===== src/source/gb_bus_pkg.sv =====
package gb_bus_pkg;

    ////////////////////////////////
    // Register addresses
    ////////////////////////////////
    localparam logic [15:0] ADDR_IE   = 16'hFFFF; // Interrupt enable
    localparam logic [15:0] ADDR_IF   = 16'hFF0F; // Interrupt flags
    localparam logic [15:0] ADDR_DIV  = 16'hFF04; // Divider upper byte
    localparam logic [15:0] ADDR_TIMA = 16'hFF05; // Timer counter
    localparam logic [15:0] ADDR_TMA  = 16'hFF06; // Timer modulo
    localparam logic [15:0] ADDR_TAC  = 16'hFF07; // Timer control
    localparam logic [15:0] ADDR_DMA  = 16'hFF46; // OAM DMA source page

    // Region bounds, inclusive
    localparam logic [15:0] HRAM_BASE = 16'hFF80; // Runs up to FFFE, FFFF is IE
    localparam logic [15:0] WRAM_BASE = 16'hC000;
    localparam logic [15:0] WRAM_LAST = 16'hDFFF;
    localparam logic [15:0] OAM_BASE  = 16'hFE00;
    localparam logic [15:0] OAM_LAST  = 16'hFE9F;
    localparam logic [15:0] IO_BASE   = 16'hFF00;
    localparam logic [15:0] IO_LAST   = 16'hFF7F;

    // Bit positions in IE / IF
    localparam logic [2:0] INT_VBLANK = 3'd0;
    localparam logic [2:0] INT_LCD    = 3'd1;
    localparam logic [2:0] INT_TIMER  = 3'd2;
    localparam logic [2:0] INT_SERIAL = 3'd3;
    localparam logic [2:0] INT_JOYPAD = 3'd4;

    // Timer prescaler terminal counts, period minus one (1024, 16, 64, 256)
    localparam logic [9:0] TIMER_DIV_SEL [0:3] = '{10'd1023, 10'd15, 10'd63, 10'd255};

    localparam logic [7:0] DMA_LEN = 8'd160; // Bytes per OAM transfer

    ////////////////////////////////
    // Decode regions, in priority order
    ////////////////////////////////
    localparam logic [3:0] RGN_IE    = 4'd0;
    localparam logic [3:0] RGN_HRAM  = 4'd1;
    localparam logic [3:0] RGN_IF    = 4'd2;
    localparam logic [3:0] RGN_TIMER = 4'd3;
    localparam logic [3:0] RGN_DMA   = 4'd4;
    localparam logic [3:0] RGN_OAM   = 4'd5;
    localparam logic [3:0] RGN_IO    = 4'd6; // Unmapped I/O
    localparam logic [3:0] RGN_WRAM  = 4'd7;
    localparam logic [3:0] RGN_CART  = 4'd8; // Everything else

endpackage


===== src/source/gb_oam_dma.sv =====
`timescale 1ns/1ns

module gb_oam_dma
    import gb_bus_pkg::*;
(
    input  logic        clk,
    input  logic        rst,
    input  logic        reg_wr,    // Write to FF46
    input  logic [7:0]  wdata,
    output logic [7:0]  rdata,
    input  logic [7:0]  bus_rdata, // Source byte from the hub
    output logic        dma_active,
    output logic [15:0] dma_addr,
    output logic        dma_rd,
    output logic        dma_oam_wr,
    output logic [7:0]  dma_wdata,
    output logic [7:0]  oam_index
);

    logic [7:0] src_page;
    logic [7:0] index;    // Byte n of the transfer
    logic       wr_phase; // 0 read source, 1 write OAM

    ////////////////////////////////
    // Copy sequencer
    ////////////////////////////////
    always_ff @(posedge clk or posedge rst) begin
        if (rst) begin
            src_page   <= 8'h00;
            index      <= 8'h00;
            wr_phase   <= 1'b0;
            dma_active <= 1'b0;
        end else if (reg_wr) begin
            src_page   <= wdata; // Latch page and start
            index      <= 8'h00;
            wr_phase   <= 1'b0;
            dma_active <= 1'b1;
        end else if (dma_active) begin
            wr_phase <= ~wr_phase;
            if (wr_phase) begin
                // Last OAM write ends the transfer
                if (index == DMA_LEN - 8'd1)
                    dma_active <= 1'b0;
                else
                    index <= index + 8'd1;
            end
        end
    end

    // Address held over both cycles of a byte
    assign dma_addr   = {src_page, index};
    assign dma_rd     = dma_active & ~wr_phase;
    assign dma_oam_wr = dma_active & wr_phase;
    assign dma_wdata  = bus_rdata; // RAM data lands in the write cycle
    assign oam_index  = index;
    assign rdata      = src_page;

endmodule


===== config.mk =====
export PLATFORM = sky130hd
export DESIGN_NAME = gb_oam_dma
export DESIGN_NICKNAME = d
export VERILOG_FILES = /design/src/source/gb_bus_pkg.sv /design/src/source/gb_oam_dma.sv
export SDC_FILE = /design/constraint.sdc
export NUM_CORES = 1
export LEC_CHECK = 0
export ABC_AREA = 0
export BUFFER_PORTS_ARGS = -buffer_cell sky130_fd_sc_hd__buf_2
export CORE_MARGIN = 1.5
export CORE_UTILIZATION = 45
export CTS_CLUSTER_DIAMETER = 30
export DETAILED_ROUTE_END_ITERATION = 6
export GPL_ROUTABILITY_DRIVEN = 0
export PLACE_DENSITY = 0.81
export REMOVE_ABC_BUFFERS = 1
export SLEW_MARGIN = 30
export SYNTH_ARGS = -nofsm -noshare
export SYNTH_HDL_FRONTEND = slang
export SYNTH_SLANG_ARGS = --single-unit

===== constraint.sdc =====
create_clock -name clk -period 2.3 [get_ports clk]
set_input_delay 0.23 -clock clk [delete_from_list [all_inputs] [get_ports clk]]
set_output_delay 0.23 -clock clk [all_outputs]
set_load 0.05 [all_outputs]

==> metrics.txt <==
status completed; clock-pin slew on the worst setup and hold paths 0.09 ns; cells after synthesis 92; Placement Rows 16; Setup Buffers After CTS 0; PwrDens 657.6 mW/mm²; CP arrival 1.84 ns; CP peak stage delay 0.47 ns; Simple-Gate Fraction of Synth Area 11.83%; Tightest Pin Transition 0.6581 ns; Horiz. Die Dim 50.25 µm; CTS Buffer Depth 2; post-synthesis sequential area ratio 44.83%; met3 Use GR 6.250%; area delta synth->final 8.842%; largest net degree at the start of global routing 19; clock sink count 18; setup TNS 0 ns; worst path cell trace ha_1 -> nand4_2 -> o211ai_4 -> or3_1 -> a21oi_1; delay-heaviest family, CP simple AND/OR/NAND/NOR gates; final period demand of the worst path 1.626 ns; critical path peak fanout 7; Placed Cells 137; CTS tree yes; DRT Wirelength 1.765 mm; area of placed instances 0.001071 mm²; Most used DFF post-synth dfrtp_1; RSZ-0062 raised after global routing no; critical path capture point type register; H-tree levels 1; asr flop ratio synth 100.0%; Post-synth EDFFs 0; final hold violations 0; # setup viols final 0; Final Net Count 135; synth top area cells dfrtp_1 45%, buf_4 18%, mux2_2 9.0%, xor2_1 3.5%, nor2_1 2.6%; Residual DRC 0; Top Usage Layer GRT met2; CTS Buf Count 3; vias in the first global route 648; largest family of logic cells by synthesized area buffers and inverters; Startpoint Class register; total power 719.1 µW; Synth Area in Compound Gates 8.219%; Final Cell Area 0.001094 mm²; DR pass1 iterations 4; syn avg cell area 10.92 µm²; vias per cell 5.179; clock latency on the worst-skew pair 0.28 ns; routed vias 725; Buffers & Inverters on Critical Path 0; Synth Area in Adders 1.245%; Post-CTS Resized 0; maximum vdd ir drop 0.3562 mV; die area 0.002525 mm²; Die Height 50.25 µm; flops & latches, synth 18; antenna cell count 0; PortBufs 45; met1 GRT Util 16.60%; CP required 2.51 ns; crit path max-delay cell type dfrtp_1; post-synthesis cell area 0.001005 mm²; num ports 62; Leakage 0.0005739 µW; WS Path Type reg -> reg; initial cell density of the core 49.69%; max-slew violations 0; layout cells sized above 1 54.87%; drt wl/cell 12.61 µm; GR Layer Usage met2 25.88%; DP HPWL 1.350 mm; count of different cell masters after synthesis 26; overall routing resource usage 15.31%; first-pass GRT wire length 2.918 mm; leading area contributor after synthesis dfrtp_1; core area 0.002022 mm²; commonest non-fill, non-tap cell in the layout buf_2; highest clock rate 614.9 MHz; Worst slew margin 56.08%; ANT nets after route 0; Hold WC Path Type in -> async; GR Overflow Total 0; fin util 54.08%; Max Cap Viol 0; Worst Skew 0.003514 ns; Tcrit/Tclk final 70.71%; clock root cell clkbuf_4; top cell type's share of synthesized area 44.83%; commonest cells after routing, fill and taps aside 45 x buf_2, 18 x dfrtp_1, 8 x mux2_2; mux contribution to synthesized area 9.963%; antenna violations before repair 0; yosys warns 0; initial DRC count 9; Synth Area in XOR/XNOR 4.359%; Non-Filler Instances 140; cts hold-fix bufs 0
==> layout make-up <==
type	count	area, µm²
inverters	1	3.754
multi-input cells	46	357.8
repair buffers	45	225.2
clock buffers	3	22.52
fillers	193	928.4
flip-flops and latches	18	450.4
well taps	27	33.78
==> registers in the layout (all words and copies together), names as in the netlist <==
| register | flops |
|---|---|
| dma_active | 1 |
| oam_index | 8 |
| wr_phase | 1 |
| rdata | 8 |
==> report_power, final <==
group          leakage [µW]  internal, µW  switching, µW
logic              0.000335          51.1            172
clock network     0.0000138          60.7           84.4
registers          0.000225           335           15.9
==> Yosys cell counts, types with 2 or more instances <==
cell type  count
nand2_1        3
mux2_2         8
dfrtp_1       18
xor2_1         4
a21oi_1        3
buf_4         24
or3_1          3
clkbuf_1       2
o21ai_0        3
nor2_1         7
o211ai_1       2
==> metrics by stage <==
stage / setup WS, ns / hold WS (ns)
after floorplan: 0.1405 / 0.1686
after global placement: 0.7617 / 0.3603
after detailed placement: 0.6732 / 0.3677
after CTS: 0.6538 / 0.04913
after global routing: 0.5939 / 0.06739
final: 0.6737 / 0.02421
==> path summary, 6_finish.rpt <==
| kind | startpoint | endpoint | slack, ns | depth (start not counted) |
|---|---|---|---|---|
| max | oam_index[0] | oam_index[7] | 0.67 | 5 |
| min | rst | rdata[1] | 0.02 | 2 |
| max reg2reg | oam_index[0] | oam_index[7] | 0.67 | 5 |
| min reg2reg | rdata[5] | rdata[5] | 0.53 | 1 |
| max in group asynchronous | rst | wr_phase | 1.85 | 2 |
| min in group clk | wdata[6] | rdata[6] | 0.17 | 2 |
==> per-layer routing <==
| layer | part of all wire, % | wire [µm] |
|---|---|---|
| met3 | 9.1 | 160 |
| met5 | 0 | 0 |
| met1 | 38 | 672 |
| met2 | 52 | 919 |
| met4 | 0.74 | 13 |
==> cell families after synthesis <==
kind of cell,count (synthesis)
xor+xnor,5
fa+ha+maj,1
flops,18
simple gates,20
mux,9
buf+inv,28
compound gates,11
Note: power is estimated with default switching activity, not from simulation.
