===== src/source/gb_bus_pkg.sv =====
package gb_bus_pkg;

    ////////////////////////////////
    // Register addresses
    ////////////////////////////////
    localparam logic [15:0] ADDR_IE   = 16'hFFFF; // Interrupt enable
    localparam logic [15:0] ADDR_IF   = 16'hFF0F; // Interrupt flags
    localparam logic [15:0] ADDR_DIV  = 16'hFF04; // Divider upper byte
    localparam logic [15:0] ADDR_TIMA = 16'hFF05; // Timer counter
    localparam logic [15:0] ADDR_TMA  = 16'hFF06; // Timer modulo
    localparam logic [15:0] ADDR_TAC  = 16'hFF07; // Timer control
    localparam logic [15:0] ADDR_DMA  = 16'hFF46; // OAM DMA source page

    // Region bounds, inclusive
    localparam logic [15:0] HRAM_BASE = 16'hFF80; // Runs up to FFFE, FFFF is IE
    localparam logic [15:0] WRAM_BASE = 16'hC000;
    localparam logic [15:0] WRAM_LAST = 16'hDFFF;
    localparam logic [15:0] OAM_BASE  = 16'hFE00;
    localparam logic [15:0] OAM_LAST  = 16'hFE9F;
    localparam logic [15:0] IO_BASE   = 16'hFF00;
    localparam logic [15:0] IO_LAST   = 16'hFF7F;

    // Bit positions in IE / IF
    localparam logic [2:0] INT_VBLANK = 3'd0;
    localparam logic [2:0] INT_LCD    = 3'd1;
    localparam logic [2:0] INT_TIMER  = 3'd2;
    localparam logic [2:0] INT_SERIAL = 3'd3;
    localparam logic [2:0] INT_JOYPAD = 3'd4;

    // Timer prescaler terminal counts, period minus one (1024, 16, 64, 256)
    localparam logic [9:0] TIMER_DIV_SEL [0:3] = '{10'd1023, 10'd15, 10'd63, 10'd255};

    localparam logic [7:0] DMA_LEN = 8'd160; // Bytes per OAM transfer

    ////////////////////////////////
    // Decode regions, in priority order
    ////////////////////////////////
    localparam logic [3:0] RGN_IE    = 4'd0;
    localparam logic [3:0] RGN_HRAM  = 4'd1;
    localparam logic [3:0] RGN_IF    = 4'd2;
    localparam logic [3:0] RGN_TIMER = 4'd3;
    localparam logic [3:0] RGN_DMA   = 4'd4;
    localparam logic [3:0] RGN_OAM   = 4'd5;
    localparam logic [3:0] RGN_IO    = 4'd6; // Unmapped I/O
    localparam logic [3:0] RGN_WRAM  = 4'd7;
    localparam logic [3:0] RGN_CART  = 4'd8; // Everything else

endpackage


===== src/source/gb_int_ctrl.sv =====
`timescale 1ns/1ns

module gb_int_ctrl
    import gb_bus_pkg::*;
(
    input  logic       clk,
    input  logic       rst,
    input  logic       ie_wr,
    input  logic       if_wr,
    input  logic [7:0] wdata,
    input  logic       timer_req,
    output logic [7:0] ie_rdata,
    output logic [7:0] if_rdata,
    output logic [4:0] int_pending
);

    logic [4:0] int_en;   // IE
    logic [4:0] int_flag; // IF
    logic [4:0] req;      // Single-cycle requests from peripherals

    // Only the timer is present as a source
    always_comb begin
        req             = 5'b00000;
        req[INT_VBLANK] = 1'b0;
        req[INT_LCD]    = 1'b0;
        req[INT_TIMER]  = timer_req;
        req[INT_SERIAL] = 1'b0;
        req[INT_JOYPAD] = 1'b0;
    end

    always_ff @(posedge clk or posedge rst) begin
        if (rst) begin
            int_en   <= 5'b00000;
            int_flag <= 5'b00000;
        end else begin
            if (ie_wr)
                int_en <= wdata[4:0];
            // A request landing on a flag write still sticks
            if (if_wr)
                int_flag <= wdata[4:0] | req;
            else
                int_flag <= int_flag | req;
        end
    end

    assign ie_rdata    = {3'b000, int_en};   // Upper bits read 0
    assign if_rdata    = {3'b111, int_flag}; // Upper bits read 1
    assign int_pending = int_en & int_flag;

endmodule


===== config.mk =====
export PLATFORM = sky130hd
export DESIGN_NAME = gb_int_ctrl
export DESIGN_NICKNAME = d
export VERILOG_FILES = /design/src/source/gb_bus_pkg.sv /design/src/source/gb_int_ctrl.sv
export SDC_FILE = /design/constraint.sdc
export NUM_CORES = 1
export LEC_CHECK = 0
export BUFFER_PORTS_ARGS = -buffer_cell sky130_fd_sc_hd__buf_2
export CAP_MARGIN = 10
export CORE_AREA = 2 2 39 41
export CTS_BUF_LIST = sky130_fd_sc_hd__clkbuf_4
export CTS_CLUSTER_SIZE = 28
export DETAILED_ROUTE_END_ITERATION = 12
export DIE_AREA = 0 0 41 43
export GPL_TIMING_DRIVEN = 0
export PLACE_DENSITY = 0.72
export SKIP_LAST_GASP = 1
export SLEW_MARGIN = 25
export SYNTH_ARGS = -nofsm -noshare
export SYNTH_HDL_FRONTEND = slang
export SYNTH_SLANG_ARGS = --single-unit

===== constraint.sdc =====
create_clock -name clk -period 1.52 [get_ports clk]
set_input_delay 0.076 -clock clk [delete_from_list [all_inputs] [get_ports clk]]
set_output_delay 0.076 -clock clk [all_outputs]
set_load 0.01 [all_outputs]

==> results summary <==
The setup-violating endpoint count in the final report came out at 0. Measured on the finished design, the core utilization comes to 0.464. The critical path arrival is a little over 0.9 ns. The number of filler cells placed in the layout is 142. Across every metal layer, demand over resource in global routing totals 0.103. The cell count of the worst hold path came out at 2.

The highest layer touched by signal routing is met4. Once placement completed, the tool counted placed cells totaling a little under 80. STA classifies the critical path startpoint as a flop. The analysis attributes to net switching a power of roughly 0.15 mW. Summing all multi-input logic gate instances after layout gives 170 µm².

The initial core utilization is 0.328. After detailed routing, the number of vias per cell comes to 4.06. The wire length on met3 is 67 µm. Synthesis inferred 10 register bits. The final critical-path required period came out at roughly 1 ns.

The maximum net fanout on the critical path came out at 3. The combinational share of power came out at 0.229. For this run, design rule violations remaining after detail routing come to 0. The initial antenna violation count came out at 0. Pin placement for this block handled 34 I/O pins.

The worst voltage drop across the vdd grid came out at between 400 and 500 µV. The area added between synthesis and finish is 41.3%. The number of nets still failing antenna checks after routing came out at 0. The share of synthesized area in the top cell type comes to 0.551.

On the final layout, the worst clock skew is 0 ns. In the synthesized netlist, the number of instances is 35. The total count of max-transition violations in the final report is 0.

The clock network fraction of total power is 0.269. The pin count of the biggest net entering global routing is 11. In the final layout, the share of cells above drive strength 1 is 0.627.

The number of DRC markers in iteration 0 came out at 0. The net switching fraction of the power is 0.250. The power density of the placed cells is ~950 nW/µm². The run finished with clean final reports.

The number of rows in the core area is 14. Summing all placed instances gives a cell area of slightly above 600 µm². The number of buffers on the longest clock path came out at 2. Walking the worst path, the cells encountered are and2_1, buf_2. The final cell area excluding filler cells is between 600 and 700 µm². Summing over every cut layer, the via total after detailed routing is between 300 and 400. The count of buffers from port buffering is 24. The final non-filler cell total came out at 83. Leaving out fill and tap cells, the most frequent cell in the layout is buf_2. Clock latency on the worst-skew pair, taken at its later pin, is around 0.25 ns.

The number of global-route vias before repair is 298. Leaving out fill and tap cells, the most frequent cells in the layout are 24 x buf_2, 10 x dfrtp_1, 9 x mux2_2. STA classifies the critical path endpoint as a primary output. The global-route wire length before repair is 1180 µm.

The wire length reported by the detailed router is around 780 µm. Summing every instance area after synthesis gives around 450 µm². The count of synthesis-stage warnings from yosys is 0.

The detailed-routed wire length on met2 is around 400 µm. The number of clock sinks came out at 10. CTS built an H-tree with a depth of 1. The register cell area after layout is 250 µm². The tool flagged a number of max-cap violations equal to 0. The aggregate global routing overflow came out at 0. For this design, the slowest cell found on the critical path is dfrtp_1. For this run, the detailed router's first-pass iteration total came to 1. The number of buffers created by CTS came out at 3.

Once the clock tree was built, the resizer swapped 0 gates to a different size. Setup repair after global routing left no endpoint under its margin. The congestion estimate from routability-driven global placement came to between 0.5 and 0.6.

The share of the clock period used by the worst path after layout came out at 0.653. The post-layout total power came out at 0.611 mW. The class of the worst hold path is primary input to flop. The CTS tree is done. The detailed router put a total of 305 µm of wire on met1. The aggregate negative setup slack came out at 0 ns. The dominant cell type by area after synthesis is dfrtp_1. The path depth of the worst reg2reg path came out at 2. The worst path required time is between 1 and 1.5 ns. For this run, the slowest stage of the critical path takes around 0.38 ns. The wire length per cell after detailed routing is 9.41 µm. Based on the critical path, the design can be clocked at up to a little over 1000 MHz. The die covers about 1800 µm². The number of antenna diodes in the final layout is 0. The core area is ~1400 µm². By startpoint and endpoint, the worst setup path is classified as flop to primary output.

The register area share after synthesis is 0.551. Measured along the x axis, the die boundary spans between 40 and 50 µm. The die span in y is around 43 µm. Clock-pin slew was measured on the worst setup and hold paths at roughly 0.06 ns. The analysis attributes to cell leakage a power of about 0.34 nW. The share of total power dissipated in sequential elements is 0.502. The final hold violation count is 0.

The mean area per synthesized cell is approximately 13 µm². The number of distinct standard cells referenced by the synthesized netlist came out at 8. Sorting the synthesized cells by area gives the leading types as dfrtp_1 55%, mux2_2 22%, buf_4 9.9%. The design internal power is 0.458 mW.

The number of nets in the layout came out at 82. CTS placed an instance of clkbuf_4 at the clock tree root.
[cells in the mapped netlist]
library cell and count:
and2_1 5, dfrtp_1 10, inv_1 1, mux2_2 9, nor2b_1 1, buf_4 6
a211o_1 1, conb_1 2
[state kept, by name, indices dropped and copies added (netlist names)]
register / cells
int_en: 5
int_flag: 5
[worst max-delay path, delay by kind of cell (launching register included)]
| kind | cells | cell delay [ns] |
|---|---|---|
| flops | 1 | 0.38 |
| buf+inv | 1 | 0.13 |
| simple gates | 1 | 0.15 |
[per-stage QoR]
step / hold slack (ns) / worst slack (ns)
2_1_floorplan: -0.0838 / 0.661
3_3_place_gp: 0.0726 / 0.696
3_5_place_dp: 0.0756 / 0.688
4_1_cts: 0.0148 / 0.509
5_1_grt: 0.0164 / 0.466
6_report: 0.0208 / 0.527
[power groups by stage]
stage                     registers [mW]  logic (mW)  clock network [mW]
after floorplan                    0.325      0.0669                   0
after global placement             0.311       0.139                   0
after detailed placement           0.312       0.141                   0
after CTS                          0.307       0.143               0.175
after global routing               0.312       0.156               0.184
final                              0.306       0.140               0.165
[cell families (layout without fill, tap and decap cells)]
group,after synthesis,in the layout,share of synthesized area
DFF,10,10,0.551
muxes,9,9,0.223
buffers and inverters,7,35,0.107
and+or+nand+nor,6,6,0.0827
other,2,6,0.0165
AOI/OAI and AO/OA,1,1,0.0193
[metal layers]
metal | up-vias | global-route usage
met3 | 2 | 0.0366
met4 | 0 | 0.0600
met2 | 14 | 0.166
met1 | 151 | 0.107
met5 | - | 0
li1 | 170 | -
[layout make-up]
cell class,count,area share
Buffer,6,0.0702
Sequential cell,10,0.390
Clock buffer,3,0.0351
Inverter,1,0.00585
Timing Repair Buffer,25,0.203
Tap cell,16,0.0312
Multi-Input combinational cell,22,0.265
[worst paths after layout]
check	slack (ns)	end	start
hold / removal	0.02	int_flag[2]	timer_req
setup reg to reg	0.69	int_flag[2]	int_flag[2]
setup / recovery	0.53	int_pending[3]	int_flag[3]
max in group asynchronous	0.92	int_flag[1]	rst
min in group asynchronous	0.33	int_flag[4]	rst
hold reg to reg	0.52	int_flag[1]	int_flag[1]
[what timing repair did]
| item | CTS | global route |
|---|---|---|
| hold buffers | 1 | 0 |
| endpoints found under the hold margin | 10 | 0 |
| buffers inserted | 0 | 0 |
(Power assumes the default switching activity.)
