$ cat config.mk
export PLATFORM = sky130hd
export DESIGN_NAME = gb_timer
export DESIGN_NICKNAME = d
export VERILOG_FILES = /design/src/source/gb_bus_pkg.sv /design/src/source/gb_timer.sv
export SDC_FILE = /design/constraint.sdc
export NUM_CORES = 1
export LEC_CHECK = 0
export BUFFER_PORTS_ARGS = -buffer_cell sky130_fd_sc_hd__buf_2
export CORE_MARGIN = 3
export CORE_UTILIZATION = 59
export DETAILED_ROUTE_END_ITERATION = 8
export HOLD_SLACK_MARGIN = 0.1
export MAX_ROUTING_LAYER = met4
export PLACE_DENSITY = 0.8
export SLEW_MARGIN = 25
export SYNTH_ARGS = -nofsm -noshare
export SYNTH_HDL_FRONTEND = slang
export SYNTH_SLANG_ARGS = --single-unit
$ cat constraint.sdc
create_clock -name clk -period 2.4 [get_ports clk]
set_clock_uncertainty 0.05 [all_clocks]
set_input_delay 0.36 -clock clk [delete_from_list [all_inputs] [get_ports clk]]
set_output_delay 0.36 -clock clk [all_outputs]
set_load 0.02 [all_outputs]
$ cat src/source/gb_bus_pkg.sv
package gb_bus_pkg;

    ////////////////////////////////
    // Register addresses
    ////////////////////////////////
    localparam logic [15:0] ADDR_IE   = 16'hFFFF; // Interrupt enable
    localparam logic [15:0] ADDR_IF   = 16'hFF0F; // Interrupt flags
    localparam logic [15:0] ADDR_DIV  = 16'hFF04; // Divider upper byte
    localparam logic [15:0] ADDR_TIMA = 16'hFF05; // Timer counter
    localparam logic [15:0] ADDR_TMA  = 16'hFF06; // Timer modulo
    localparam logic [15:0] ADDR_TAC  = 16'hFF07; // Timer control
    localparam logic [15:0] ADDR_DMA  = 16'hFF46; // OAM DMA source page

    // Region bounds, inclusive
    localparam logic [15:0] HRAM_BASE = 16'hFF80; // Runs up to FFFE, FFFF is IE
    localparam logic [15:0] WRAM_BASE = 16'hC000;
    localparam logic [15:0] WRAM_LAST = 16'hDFFF;
    localparam logic [15:0] OAM_BASE  = 16'hFE00;
    localparam logic [15:0] OAM_LAST  = 16'hFE9F;
    localparam logic [15:0] IO_BASE   = 16'hFF00;
    localparam logic [15:0] IO_LAST   = 16'hFF7F;

    // Bit positions in IE / IF
    localparam logic [2:0] INT_VBLANK = 3'd0;
    localparam logic [2:0] INT_LCD    = 3'd1;
    localparam logic [2:0] INT_TIMER  = 3'd2;
    localparam logic [2:0] INT_SERIAL = 3'd3;
    localparam logic [2:0] INT_JOYPAD = 3'd4;

    // Timer prescaler terminal counts, period minus one (1024, 16, 64, 256)
    localparam logic [9:0] TIMER_DIV_SEL [0:3] = '{10'd1023, 10'd15, 10'd63, 10'd255};

    localparam logic [7:0] DMA_LEN = 8'd160; // Bytes per OAM transfer

    ////////////////////////////////
    // Decode regions, in priority order
    ////////////////////////////////
    localparam logic [3:0] RGN_IE    = 4'd0;
    localparam logic [3:0] RGN_HRAM  = 4'd1;
    localparam logic [3:0] RGN_IF    = 4'd2;
    localparam logic [3:0] RGN_TIMER = 4'd3;
    localparam logic [3:0] RGN_DMA   = 4'd4;
    localparam logic [3:0] RGN_OAM   = 4'd5;
    localparam logic [3:0] RGN_IO    = 4'd6; // Unmapped I/O
    localparam logic [3:0] RGN_WRAM  = 4'd7;
    localparam logic [3:0] RGN_CART  = 4'd8; // Everything else

endpackage

$ cat src/source/gb_timer.sv
`timescale 1ns/1ns

module gb_timer
    import gb_bus_pkg::*;
(
    input  logic       clk,
    input  logic       rst,
    input  logic       wr,
    input  logic [1:0] reg_sel, // 0 DIV, 1 TIMA, 2 TMA, 3 TAC
    input  logic [7:0] wdata,
    output logic [7:0] rdata,
    output logic       timer_req
);

    logic [15:0] div_cnt;  // Free running, upper byte visible
    logic [7:0]  tima;
    logic [7:0]  tma;
    logic [2:0]  tac;      // Bit 2 enable, bits 1:0 rate
    logic [9:0]  prescale;
    logic        tick;

    // One tick per selected period while enabled
    assign tick = tac[2] && (prescale >= TIMER_DIV_SEL[tac[1:0]]);

    ////////////////////////////////
    // Divider and prescaler
    ////////////////////////////////
    always_ff @(posedge clk or posedge rst) begin
        if (rst) begin
            div_cnt  <= 16'h0000;
            prescale <= 10'd0;
        end else begin
            if (wr && reg_sel == 2'd0)
                div_cnt <= 16'h0000; // Any DIV write clears it
            else
                div_cnt <= div_cnt + 16'd1;

            if (!tac[2] || tick)
                prescale <= 10'd0;
            else
                prescale <= prescale + 10'd1;
        end
    end

    ////////////////////////////////
    // Counter, modulo, control
    ////////////////////////////////
    always_ff @(posedge clk or posedge rst) begin
        if (rst) begin
            tima      <= 8'h00;
            tma       <= 8'h00;
            tac       <= 3'b000;
            timer_req <= 1'b0;
        end else begin
            timer_req <= 1'b0; // Pulse only
            if (wr && reg_sel == 2'd1) begin
                tima <= wdata; // Bus write beats the tick
            end else if (tick) begin
                if (tima == 8'hFF) begin
                    tima      <= tma; // Reload on overflow
                    timer_req <= 1'b1;
                end else begin
                    tima <= tima + 8'd1;
                end
            end
            if (wr && reg_sel == 2'd2)
                tma <= wdata;
            if (wr && reg_sel == 2'd3)
                tac <= wdata[2:0];
        end
    end

    always_comb begin
        case (reg_sel)
            2'd0:    rdata = div_cnt[15:8];
            2'd1:    rdata = tima;
            2'd2:    rdata = tma;
            default: rdata = {5'b00000, tac};
        endcase
    end

endmodule

==> run summary <==
crit-path cells: inv_2, ha_4, inv_2, ha_4, o211ai_1, a31oi_1, a31oi_2, buf_4, o41a_1, a22o_1
Synth Area in XOR/XNOR: 0.07597
Mapped Nets: 274
Die Area: 0.005122 mm²
CP Launch Type: flip-flop
Worst EP arrival: 2.53 ns
WS Path Type: flip-flop to flip-flop
main combinational cell family by area after synthesis: simple AND/OR/NAND/NOR gates
Sw Pwr: 0.5860 mW
io pins: 22
Simple-Gate Fraction of Synth Area: 0.1865
CP max FO: 5
hold crit path type: input pin to flip-flop
Skew-Pair Late Insertion Delay: 0.29 ns
row count: 23
Clock Path Buffers: 2
worst slew margin relative to its limit: 0.5927
Avg WL per Cell: 15.78 µm
CP delay by family, top: compound AO/OA/AOI/OAI gates
global-route usage over all layers: 0.2231
critical path launch point: tac[1]
routed vias/inst: 5.851
global-route wire length before repair: 8638 µm
CTS H-Tree Depth: 2
Initial Utilization: 0.6206
Avg Synthesized Cell Area: 10.06 µm²
total power: 2.113 mW
largest net degree at the start of global routing: 22
VDD IR max: 0.0005349 V
layout cell share with drive strength beyond 1: 0.2378
Final Max Tran Viols: 0
Post-synth EDFFs: 0
Routed Antenna Nets: 0
max-cap violations: 0
CTS tree: yes
hold_sp: wdata[7]
dpl cells: 322
CP bufs+invs: 3
mux cell area share after synthesis: 0.1164
vias: 1966
Worst path slowest cell: dfrtp_1
final period utilization: 0.9956
Final Hold Vio Count: 0
gr ovfl total: 0
Final min period: 2.389 ns
Seq/Total Area, Yosys: 0.4539
switch share: 0.2774
reg2reg start: tac[1]
clock-pin slew on the worst setup and hold paths: 0.09 ns
area grow syn2layout: 16.38%
input/output buffers: 21
Worst path max stage delay: 0.41 ns
# clock sinks: 46
drt initial violations: 113
Die Wd: 71.57 µm
Final setup viols: 0
setup_tns: 0 ns
routed wire length: 5301 µm
Post-Synthesis Cells: 252
root buffer cell: clkbuf_8
CP endpoint kind: flip-flop
DIE HEIGHT: 71.57 µm
Adder-Cell Fraction of Synth Area: 0.04440
PwrDens: 715.7 mW/mm²
FF+latch count, synth: 46
Layout Nets: 307
Netlist cell types: 42
fin util: 0.7223
DRC: 0
Required @ worst endpoint: 2.54 ns
asr flop ratio synth: 1.000
Comb power frac: 0.201
Reg power frac: 0.466
fraction of the mapped netlist area in compound gates: 0.09867
Most used DFF post-synth: dfrtp_1
antenna violations before repair: 0
Cell Int Power: 1.527 mW
Leakage: 1.320 nW
Worst Tran Pin Value: 0.6054 ns
Post-Syn Area: 0.002536 mm²
Achievable Freq: 418.5 MHz
status: complete, no violations
Syn. warnings: 0
vias in the first global route: 1883
Finished Layout Cells: 336
hpwl dp: 3900 µm
clock network power share: 0.333
CTS Buf Count: 5
first drt pass iteration count: 4
antenna cells: 0
CORE AREA: 0.004086 mm²
routability cong.: 0.9410
## worst paths after layout
| kind | end | slack, ns | depth (start not counted) |
|---|---|---|---|
| worst min-delay path | tima[7] | 0.25 | 2 |
| min in group asynchronous | div_cnt[4] | 0.55 | 3 |
| max in group asynchronous | div_cnt[10] | 1.22 | 4 |
| worst max-delay path | tima[6] | 0.01 | 10 |
| worst min register to register | prescale[0] | 0.43 | 1 |
| worst max register to register | tima[6] | 0.01 | 10 |
## state kept, by name, indices dropped and copies added (netlist names)
signal	cells
tac	3
tma	8
timer_req	1
prescale	10
tima	8
div_cnt	16
## power by group through the flow
stage                     Clock [mW]  Sequential (mW)  Combinational (mW)
after detailed placement           0            0.995               0.395
after CTS                      0.718            0.980               0.397
after global routing           0.744             1.00               0.473
final                          0.704            0.984               0.424
after global placement             0            0.989               0.378
after floorplan                    0            0.965               0.293
## logic make-up after synthesis
family | after synthesis
flops | 46
xor+xnor | 22
buf+inv | 16
fa+ha+maj | 9
mux | 24
compound gates | 37
simple gates | 98
## repair_timing
| item | CTS | global route |
|---|---|---|
| pin swaps | 0 | 2 |
| buffers inserted | 2 | 3 |
| resized for setup | 0 | 8 |
| endpoints found under the hold margin | 19 | 0 |
| setup endpoints to repair | 3 | 8 |
| gates cloned | 0 | 0 |
| hold buffers | 1 | 0 |
## cells in the final DEF (no fill, tap or decap), types with 2 or more instances in the layout
cell type and count:
a211o_1 2, a211oi_1 3, a21oi_1 6, a31oi_1 4
and2_1 2, and3_1 6, buf_2 21, buf_4 11
bufinv_16 2, clkbuf_8 6, dfrtp_1 46, ha_1 5
ha_4 3, inv_1 5, inv_2 4, mux2_2 14
mux2i_1 7, mux4_2 3, nand2_1 19, nand3_1 15
nand3b_1 2, nand4_1 4, nor2_1 32, nor2b_1 2
nor3_1 4, nor3b_1 2, o21ai_0 11, o31ai_1 2
or3_1 5, xnor2_1 14, xor2_1 8
## cells in the mapped netlist (3+ instances only)
master    instances  area (µm²)
dfrtp_1          46        1151
a21oi_1           6       30.03
o21ai_0          11       55.05
a31oi_1           4       25.02
mux2_2           14       157.7
mux2i_1           7       70.07
nor2_1           32       120.1
and3_1            6       37.54
xor2_1            8       70.07
nand4_1           4       25.02
nand2_1          19       71.32
ha_1              9       112.6
or3_1             5       31.28
mux4_2            3       67.56
clkbuf_1          5       18.77
nand3_1          15       75.07
xnor2_1          14       122.6
a211oi_1          3       22.52
nor3_1            4       20.02
inv_1             9       33.78
## cell type report
class	instances	area, µm²
clock inverter	2	60.06
multi-input combinational	190	1364
sequential	46	1151
clock buffer	6	82.58
inverter	9	33.78
fill	292	1135
timing repair buffer	33	197.7
tap	50	62.56
## layer usage
layer | vias up | routed length [µm] | share of wire | GRT usage
li1 | 958 | - | - | -
met4 | 0 | 72 | 0.014 | 0.08977
met5 | - | 0 | 0 | -
met3 | 7 | 237 | 0.045 | 0.03647
met1 | 952 | 2521 | 0.48 | 0.3036
met2 | 49 | 2469 | 0.47 | 0.3347
## through the flow
| stage | cell area (µm²) | hold slack (ns) | setup slack (ns) |
|---|---|---|---|
| finish | 2952 | 0.2468 | 0.01068 |
| global route | 2952 | 0.2502 | -0.03720 |
| CTS | 2889 | 0.2363 | 0.05408 |
| detailed placement | 2721 | 0.3322 | -0.05345 |
| global placement | 2721 | 0.3276 | 0.07528 |
| floorplan | 2536 | 0.3829 | 0.2574 |
No activity file was read; power rests on OpenSTA's default activity.
