**config.mk**
```make
export PLATFORM = sky130hd
export DESIGN_NAME = gb_bus_hub
export DESIGN_NICKNAME = d
export VERILOG_FILES = /design/src/source/gb_bus_pkg.sv /design/src/source/gb_bus_hub.sv
export SDC_FILE = /design/constraint.sdc
export NUM_CORES = 1
export LEC_CHECK = 0
export BUFFER_PORTS_ARGS = -buffer_cell sky130_fd_sc_hd__buf_4
export CAP_MARGIN = 5
export CELL_PAD_IN_SITES_DETAIL_PLACEMENT = 1
export CELL_PAD_IN_SITES_GLOBAL_PLACEMENT = 1
export CORE_MARGIN = 5
export CORE_UTILIZATION = 24
export CTS_BUF_LIST = sky130_fd_sc_hd__clkbuf_16
export CTS_CLUSTER_DIAMETER = 100
export DETAILED_ROUTE_END_ITERATION = 7
export PLACE_DENSITY_LB_ADDON = 0.1
export SETUP_SLACK_MARGIN = 0.02
export SLEW_MARGIN = 10
export SYNTH_ARGS = -nofsm -noshare
export SYNTH_HDL_FRONTEND = slang
export SYNTH_SLANG_ARGS = --single-unit
```
**constraint.sdc**
```tcl
create_clock -name clk -period 3.1 [get_ports clk]
set_input_delay 0.155 -clock clk [delete_from_list [all_inputs] [get_ports clk]]
set_output_delay 0.155 -clock clk [all_outputs]
set_load 0.005 [all_outputs]
```
**src/source/gb_bus_pkg.sv**
```systemverilog
package gb_bus_pkg;

    ////////////////////////////////
    // Register addresses
    ////////////////////////////////
    localparam logic [15:0] ADDR_IE   = 16'hFFFF; // Interrupt enable
    localparam logic [15:0] ADDR_IF   = 16'hFF0F; // Interrupt flags
    localparam logic [15:0] ADDR_DIV  = 16'hFF04; // Divider upper byte
    localparam logic [15:0] ADDR_TIMA = 16'hFF05; // Timer counter
    localparam logic [15:0] ADDR_TMA  = 16'hFF06; // Timer modulo
    localparam logic [15:0] ADDR_TAC  = 16'hFF07; // Timer control
    localparam logic [15:0] ADDR_DMA  = 16'hFF46; // OAM DMA source page

    // Region bounds, inclusive
    localparam logic [15:0] HRAM_BASE = 16'hFF80; // Runs up to FFFE, FFFF is IE
    localparam logic [15:0] WRAM_BASE = 16'hC000;
    localparam logic [15:0] WRAM_LAST = 16'hDFFF;
    localparam logic [15:0] OAM_BASE  = 16'hFE00;
    localparam logic [15:0] OAM_LAST  = 16'hFE9F;
    localparam logic [15:0] IO_BASE   = 16'hFF00;
    localparam logic [15:0] IO_LAST   = 16'hFF7F;

    // Bit positions in IE / IF
    localparam logic [2:0] INT_VBLANK = 3'd0;
    localparam logic [2:0] INT_LCD    = 3'd1;
    localparam logic [2:0] INT_TIMER  = 3'd2;
    localparam logic [2:0] INT_SERIAL = 3'd3;
    localparam logic [2:0] INT_JOYPAD = 3'd4;

    // Timer prescaler terminal counts, period minus one (1024, 16, 64, 256)
    localparam logic [9:0] TIMER_DIV_SEL [0:3] = '{10'd1023, 10'd15, 10'd63, 10'd255};

    localparam logic [7:0] DMA_LEN = 8'd160; // Bytes per OAM transfer

    ////////////////////////////////
    // Decode regions, in priority order
    ////////////////////////////////
    localparam logic [3:0] RGN_IE    = 4'd0;
    localparam logic [3:0] RGN_HRAM  = 4'd1;
    localparam logic [3:0] RGN_IF    = 4'd2;
    localparam logic [3:0] RGN_TIMER = 4'd3;
    localparam logic [3:0] RGN_DMA   = 4'd4;
    localparam logic [3:0] RGN_OAM   = 4'd5;
    localparam logic [3:0] RGN_IO    = 4'd6; // Unmapped I/O
    localparam logic [3:0] RGN_WRAM  = 4'd7;
    localparam logic [3:0] RGN_CART  = 4'd8; // Everything else

endpackage

```
**src/source/gb_bus_hub.sv**
```systemverilog
`timescale 1ns/1ns

module gb_bus_hub
    import gb_bus_pkg::*;
(
    input  logic        clk,
    input  logic        rst,
    // APB slave
    input  logic [15:0] paddr,
    input  logic        psel,
    input  logic        penable,
    input  logic        pwrite,
    input  logic [7:0]  pwdata,
    output logic [7:0]  prdata,
    output logic        pready,
    // DMA master
    input  logic        dma_active,
    input  logic [15:0] dma_addr,
    input  logic        dma_rd,
    // Block read data
    input  logic [7:0]  hram_rdata,
    input  logic [7:0]  wram_rdata,
    input  logic [7:0]  oam_rdata,
    input  logic [7:0]  ie_rdata,
    input  logic [7:0]  if_rdata,
    input  logic [7:0]  timer_rdata,
    input  logic [7:0]  dma_rdata,
    // Shared bus and strobes
    output logic [15:0] bus_addr,
    output logic [7:0]  bus_wdata,
    output logic        hram_we,
    output logic        wram_we,
    output logic        oam_we,
    output logic        ie_wr,
    output logic        if_wr,
    output logic        timer_wr,
    output logic        dma_reg_wr,
    output logic [7:0]  dma_src_rdata,
    // Cartridge
    output logic [15:0] cart_a,
    output logic [7:0]  cart_dout,
    input  logic [7:0]  cart_din,
    output logic        cart_rd,
    output logic        cart_wr,
    output logic        cart_cs
);

    logic [3:0] rgn_p;   // Region of the APB address
    logic [3:0] rgn_b;   // Region of the bus address
    logic       dma_q;   // DMA active last cycle
    logic       stall;
    logic       wr_go;
    logic       rd_go;

    // Console address map, highest priority first
    function automatic logic [3:0] region_of(input logic [15:0] a);
        logic [3:0] r;
        if (a == ADDR_IE) r = RGN_IE;
        else if (a >= HRAM_BASE) r = RGN_HRAM;
        else if (a == ADDR_IF) r = RGN_IF;
        else if (a == ADDR_DIV || a == ADDR_TIMA || a == ADDR_TMA || a == ADDR_TAC)
            r = RGN_TIMER;
        else if (a == ADDR_DMA) r = RGN_DMA;
        else if (a >= OAM_BASE && a <= OAM_LAST) r = RGN_OAM;
        else if (a >= IO_BASE && a <= IO_LAST) r = RGN_IO;
        else if (a >= WRAM_BASE && a <= WRAM_LAST) r = RGN_WRAM;
        else r = RGN_CART;
        return r;
    endfunction

    function automatic logic [7:0] read_mux(input logic [3:0] rgn);
        case (rgn)
            RGN_IE:    return ie_rdata;
            RGN_HRAM:  return hram_rdata;
            RGN_IF:    return if_rdata;
            RGN_TIMER: return timer_rdata;
            RGN_DMA:   return dma_rdata;
            RGN_OAM:   return oam_rdata;
            RGN_IO:    return 8'hFF; // Nothing behind it
            RGN_WRAM:  return wram_rdata;
            default:   return cart_din;
        endcase
    endfunction

    ////////////////////////////////
    // Master select and handshake
    ////////////////////////////////
    assign bus_addr  = dma_active ? dma_addr : paddr; // DMA owns all but HRAM
    assign bus_wdata = pwdata;
    assign rgn_p     = region_of(paddr);
    assign rgn_b     = region_of(bus_addr);

    always_ff @(posedge clk or posedge rst) begin
        if (rst)
            dma_q <= 1'b0;
        else
            dma_q <= dma_active;
    end

    // Extra cycle after DMA so RAM sees paddr before pready
    assign stall  = (dma_active | dma_q) & (rgn_p != RGN_HRAM);
    assign pready = psel & penable & ~stall;
    assign wr_go  = pready & pwrite;
    assign rd_go  = pready & ~pwrite;

    always_comb prdata = read_mux(rgn_p);
    always_comb dma_src_rdata = read_mux(rgn_b); // Source byte for DMA

    // Single-cycle write strobes
    always_comb begin
        hram_we    = 1'b0;
        wram_we    = 1'b0;
        oam_we     = 1'b0;
        ie_wr      = 1'b0;
        if_wr      = 1'b0;
        timer_wr   = 1'b0;
        dma_reg_wr = 1'b0;
        cart_wr    = 1'b0;
        if (wr_go) begin
            case (rgn_p)
                RGN_IE:    ie_wr = 1'b1;
                RGN_HRAM:  hram_we = 1'b1;
                RGN_IF:    if_wr = 1'b1;
                RGN_TIMER: timer_wr = 1'b1;
                RGN_DMA:   dma_reg_wr = 1'b1;
                RGN_OAM:   oam_we = 1'b1;
                RGN_WRAM:  wram_we = 1'b1;
                RGN_CART:  cart_wr = 1'b1;
                default:   cart_wr = 1'b0; // Unmapped I/O drops it
            endcase
        end
    end

    ////////////////////////////////
    // Cartridge port
    ////////////////////////////////
    assign cart_a    = bus_addr; // Address always visible
    assign cart_rd   = (rd_go & (rgn_p == RGN_CART)) | (dma_rd & (rgn_b == RGN_CART));
    assign cart_dout = cart_wr ? bus_wdata : 8'h00;
    assign cart_cs   = cart_rd | cart_wr;

endmodule

```
==> impl_metrics.env <==
export IMPL_status="finished, final reports clean"
export IMPL_setup_viol=0
export IMPL_power_share_switching=0.410
export IMPL_insertedDiodeCount=0
export IMPL_share_comb_of_total_power=0.963
export IMPL_grt_first_pass_wirelength_mm=16.6
export IMPL_placement_setup_worst_slack_ns=0.636
export IMPL_synth_edff_count=0
export IMPL_post_synth_inst_count=261
export IMPL_yosys_top_cells_area="mux2_2 (12%), buf_4 (12%), a22o_1 (9.6%)"
export IMPL_netSwitchingPower_mw=0.160
export IMPL_total_of_buffers_placed_on_input_and_output_ports=185
export IMPL_tightestPinTransition_ns=1.01
export IMPL_clk_pwr_share=0
export IMPL_crit_path_top_delay_cell="or3_1"
export IMPL_vdd_drop_max_uv=49.6
export IMPL_hold_viol_final=0
export IMPL_detail_route_vias_per_cell=5.34
export IMPL_final_max_slew_violation_count=0
export IMPL_critical_path_sink_type="output port"
export IMPL_timing_final_crit_period_ns=2.51
export IMPL_critical_path_required_ns=2.94
export IMPL_antenna_violations_before_repair=0
export IMPL_number_of_synthesis_warnings=0
export IMPL_netlist_top_cell_by_area="mux2_2"
export IMPL_die_w_um=97.2
export IMPL_drt_initial_drc_count=187
export IMPL_yosys_cell_types_count=48
export IMPL_synth_async_reset_ratio=1.00
export IMPL_grt_max_degree=38
export IMPL_post_dp_hpwl_mm=8.37
export IMPL_1st_pass_router_iterations=5
export IMPL_cts_hold_buf=0
export IMPL_postRouteWirelength_mm=10.4
export IMPL_total_power_mw=0.391
export IMPL_post_synth_top_area_fraction=0.124
export IMPL_overflow=0
export IMPL_crit_chain="buf_4 > nand2_1 > or3_1 > a22oi_4 > a211o_1 > nor2_1 > a31oi_1 > buf_4"
export IMPL_first_global_vias=3015
export IMPL_rsz0062_at_grt="false"
export IMPL_worst_ep_arrival_time_ns=2.35
export IMPL_layout_top_registers="dma_q x1"
export IMPL_drc=0
export IMPL_clock_transition_at_the_registers_of_the_reported_paths_ns=0
export IMPL_start_util=0.249
export IMPL_syn_area_per_cell_um2=6.98
export IMPL_synth_flop_cell="dfrtp_1"
export IMPL_routedWlPerCell_um=20.2
export IMPL_worst_slack_ns=0.592
export IMPL_timing_max_slew_rel_slack=0.318
export IMPL_timing_critical_path_fanout_max=37
export IMPL_final_sum_of_negative_setup_slack_ns=0
export IMPL_crit_type="in -> out"
export IMPL_boundaryPins=186
export IMPL_cell_internal_pwr_mw=0.231
export IMPL_maxClockFrequency_mhz=399
export IMPL_power_sequential_fraction=0.037
export IMPL_syn_area_um2=1820
export IMPL_global_route_usage_over_all_layers=0.208
export IMPL_largest_reg_flops=1
export IMPL_cts_setup_buffers=0
export IMPL_synth_seq_area_share=0.0137
export IMPL_critPathLaunchType="input port"
export IMPL_cts_resized_gates=0
export IMPL_nets=527
export IMPL_drt_antenna_violating_nets=0
export IMPL_powerDensity_nw_per_um2=125
export IMPL_leakage_nw=1.47
export IMPL_most_common_cell_on_crit_path="buf_4"
export IMPL_drive_gt1_frac=0.541
export IMPL_synthesis_nets=372
export IMPL_num_vias=2740
export IMPL_die_area_um2=9440
export IMPL_final_period_utilization=0.809
export IMPL_placeableCoreArea_um2=7330
export IMPL_register_ranked_first_by_flip_flop_count="dma_q"
export IMPL_holdCritPathClass="in -> async"
export IMPL_std_cell_rows=31
export IMPL_critical_path_max_stage_delay_ns=0.45
export IMPL_nFillCells=949
export IMPL_chipHeight_um=97.2
export IMPL_yosys_register_bits=1
export IMPL_area_delta_synth_final_pct=71.3
export IMPL_place_congestion=0.853
export IMPL_drv_cap=0
through the flow:
| stage | utilization | hold slack, ns | instances | instance area (µm²) |
|---|---|---|---|---|
| after floorplan | - | -0.116 | 261 | 1820 |
| after global placement | 0.426 | -0.000543 | 513 | 3120 |
| after detailed placement | 0.426 | 0.00165 | 513 | 3120 |
| after CTS | 0.426 | 0.00193 | 513 | 3120 |
| after global routing | 0.426 | 0.0234 | 513 | 3120 |
| final | 0.426 | 0.000875 | 513 | 3120 |
routing by layer:
layer / track usage / wire length [µm] / vias to the layer above
li1: - / - / 1297
met1: 0.270 / 4170 / 1277
met2: 0.369 / 5100 / 156
met3: 0.0366 / 928 / 10
met4: 0.0270 / 158 / 0
met5: 0 / 0 / -
power groups by stage:
| stage | Clock, mW | Sequential [mW] | Combinational (mW) |
|---|---|---|---|
| floorplan | 0 | 0.0143 | 0.153 |
| global placement | 0 | 0.0145 | 0.374 |
| detailed placement | 0 | 0.0145 | 0.378 |
| CTS | 0 | 0.0145 | 0.379 |
| global route | 0 | 0.0146 | 0.411 |
| finish | 0 | 0.0145 | 0.377 |
final cells by class:
cell class,count,area [µm²],share of cell area
repair buffers,190,1430,0.457
flip-flops and latches,1,25.0,0.00801
multi-input cells,209,1500,0.479
well taps,99,124,0.0397
inverters,14,52.6,0.0168
critical path: cells and delay by family:
kind	cells	cell delay (ns)
AO/OA/AOI/OAI	3	1.01
AND/OR/NAND/NOR	3	0.68
buffers and inverters	2	0.48
logic make-up after synthesis:
logic type / after synthesis / synth area share
AO/OA/AOI/OAI: 98 / 0.413
AND/OR/NAND/NOR: 90 / 0.272
buffers and inverters: 51 / 0.166
multiplexers: 21 / 0.136
flip-flops: 1 / 0.0137
final timing paths:
kind / startpoint / to
setup / recovery: dma_active / dma_src_rdata[6]
hold / removal: rst / dma_q$_DFF_PP0_
max in group asynchronous: rst / dma_q$_DFF_PP0_
min in group clk: pwdata[2] / bus_wdata[2]
cell usage after synthesis, drive strengths merged (2+ instances only):
library cell	n
a21oi	21
nor2b	2
or3	3
mux2	20
and2	8
nor2	32
and3	5
o21ai	9
nor3b	5
nand3	6
o22ai	3
buf	36
inv	14
nand4	3
nand2	12
nor3	7
a22o	20
a22oi	9
a222oi	12
a31oi	17
layout by cell type, fill, tap and decap left out, types with 6 or more instances in the layout:
master / synthesis / final
mux2_2: 20 / 20
and2_1: 8 / 8
nand2_1: 12 / 12
nor2_1: 31 / 31
buf_4: 28 / 190
a21oi_1: 21 / 21
nand3_1: 6 / 6
nor3_1: 6 / 6
inv_1: 14 / 14
a22oi_1: 8 / 8
a22o_1: 20 / 20
a222oi_1: 12 / 12
a31oi_1: 17 / 17
(Power assumes the default switching activity.)
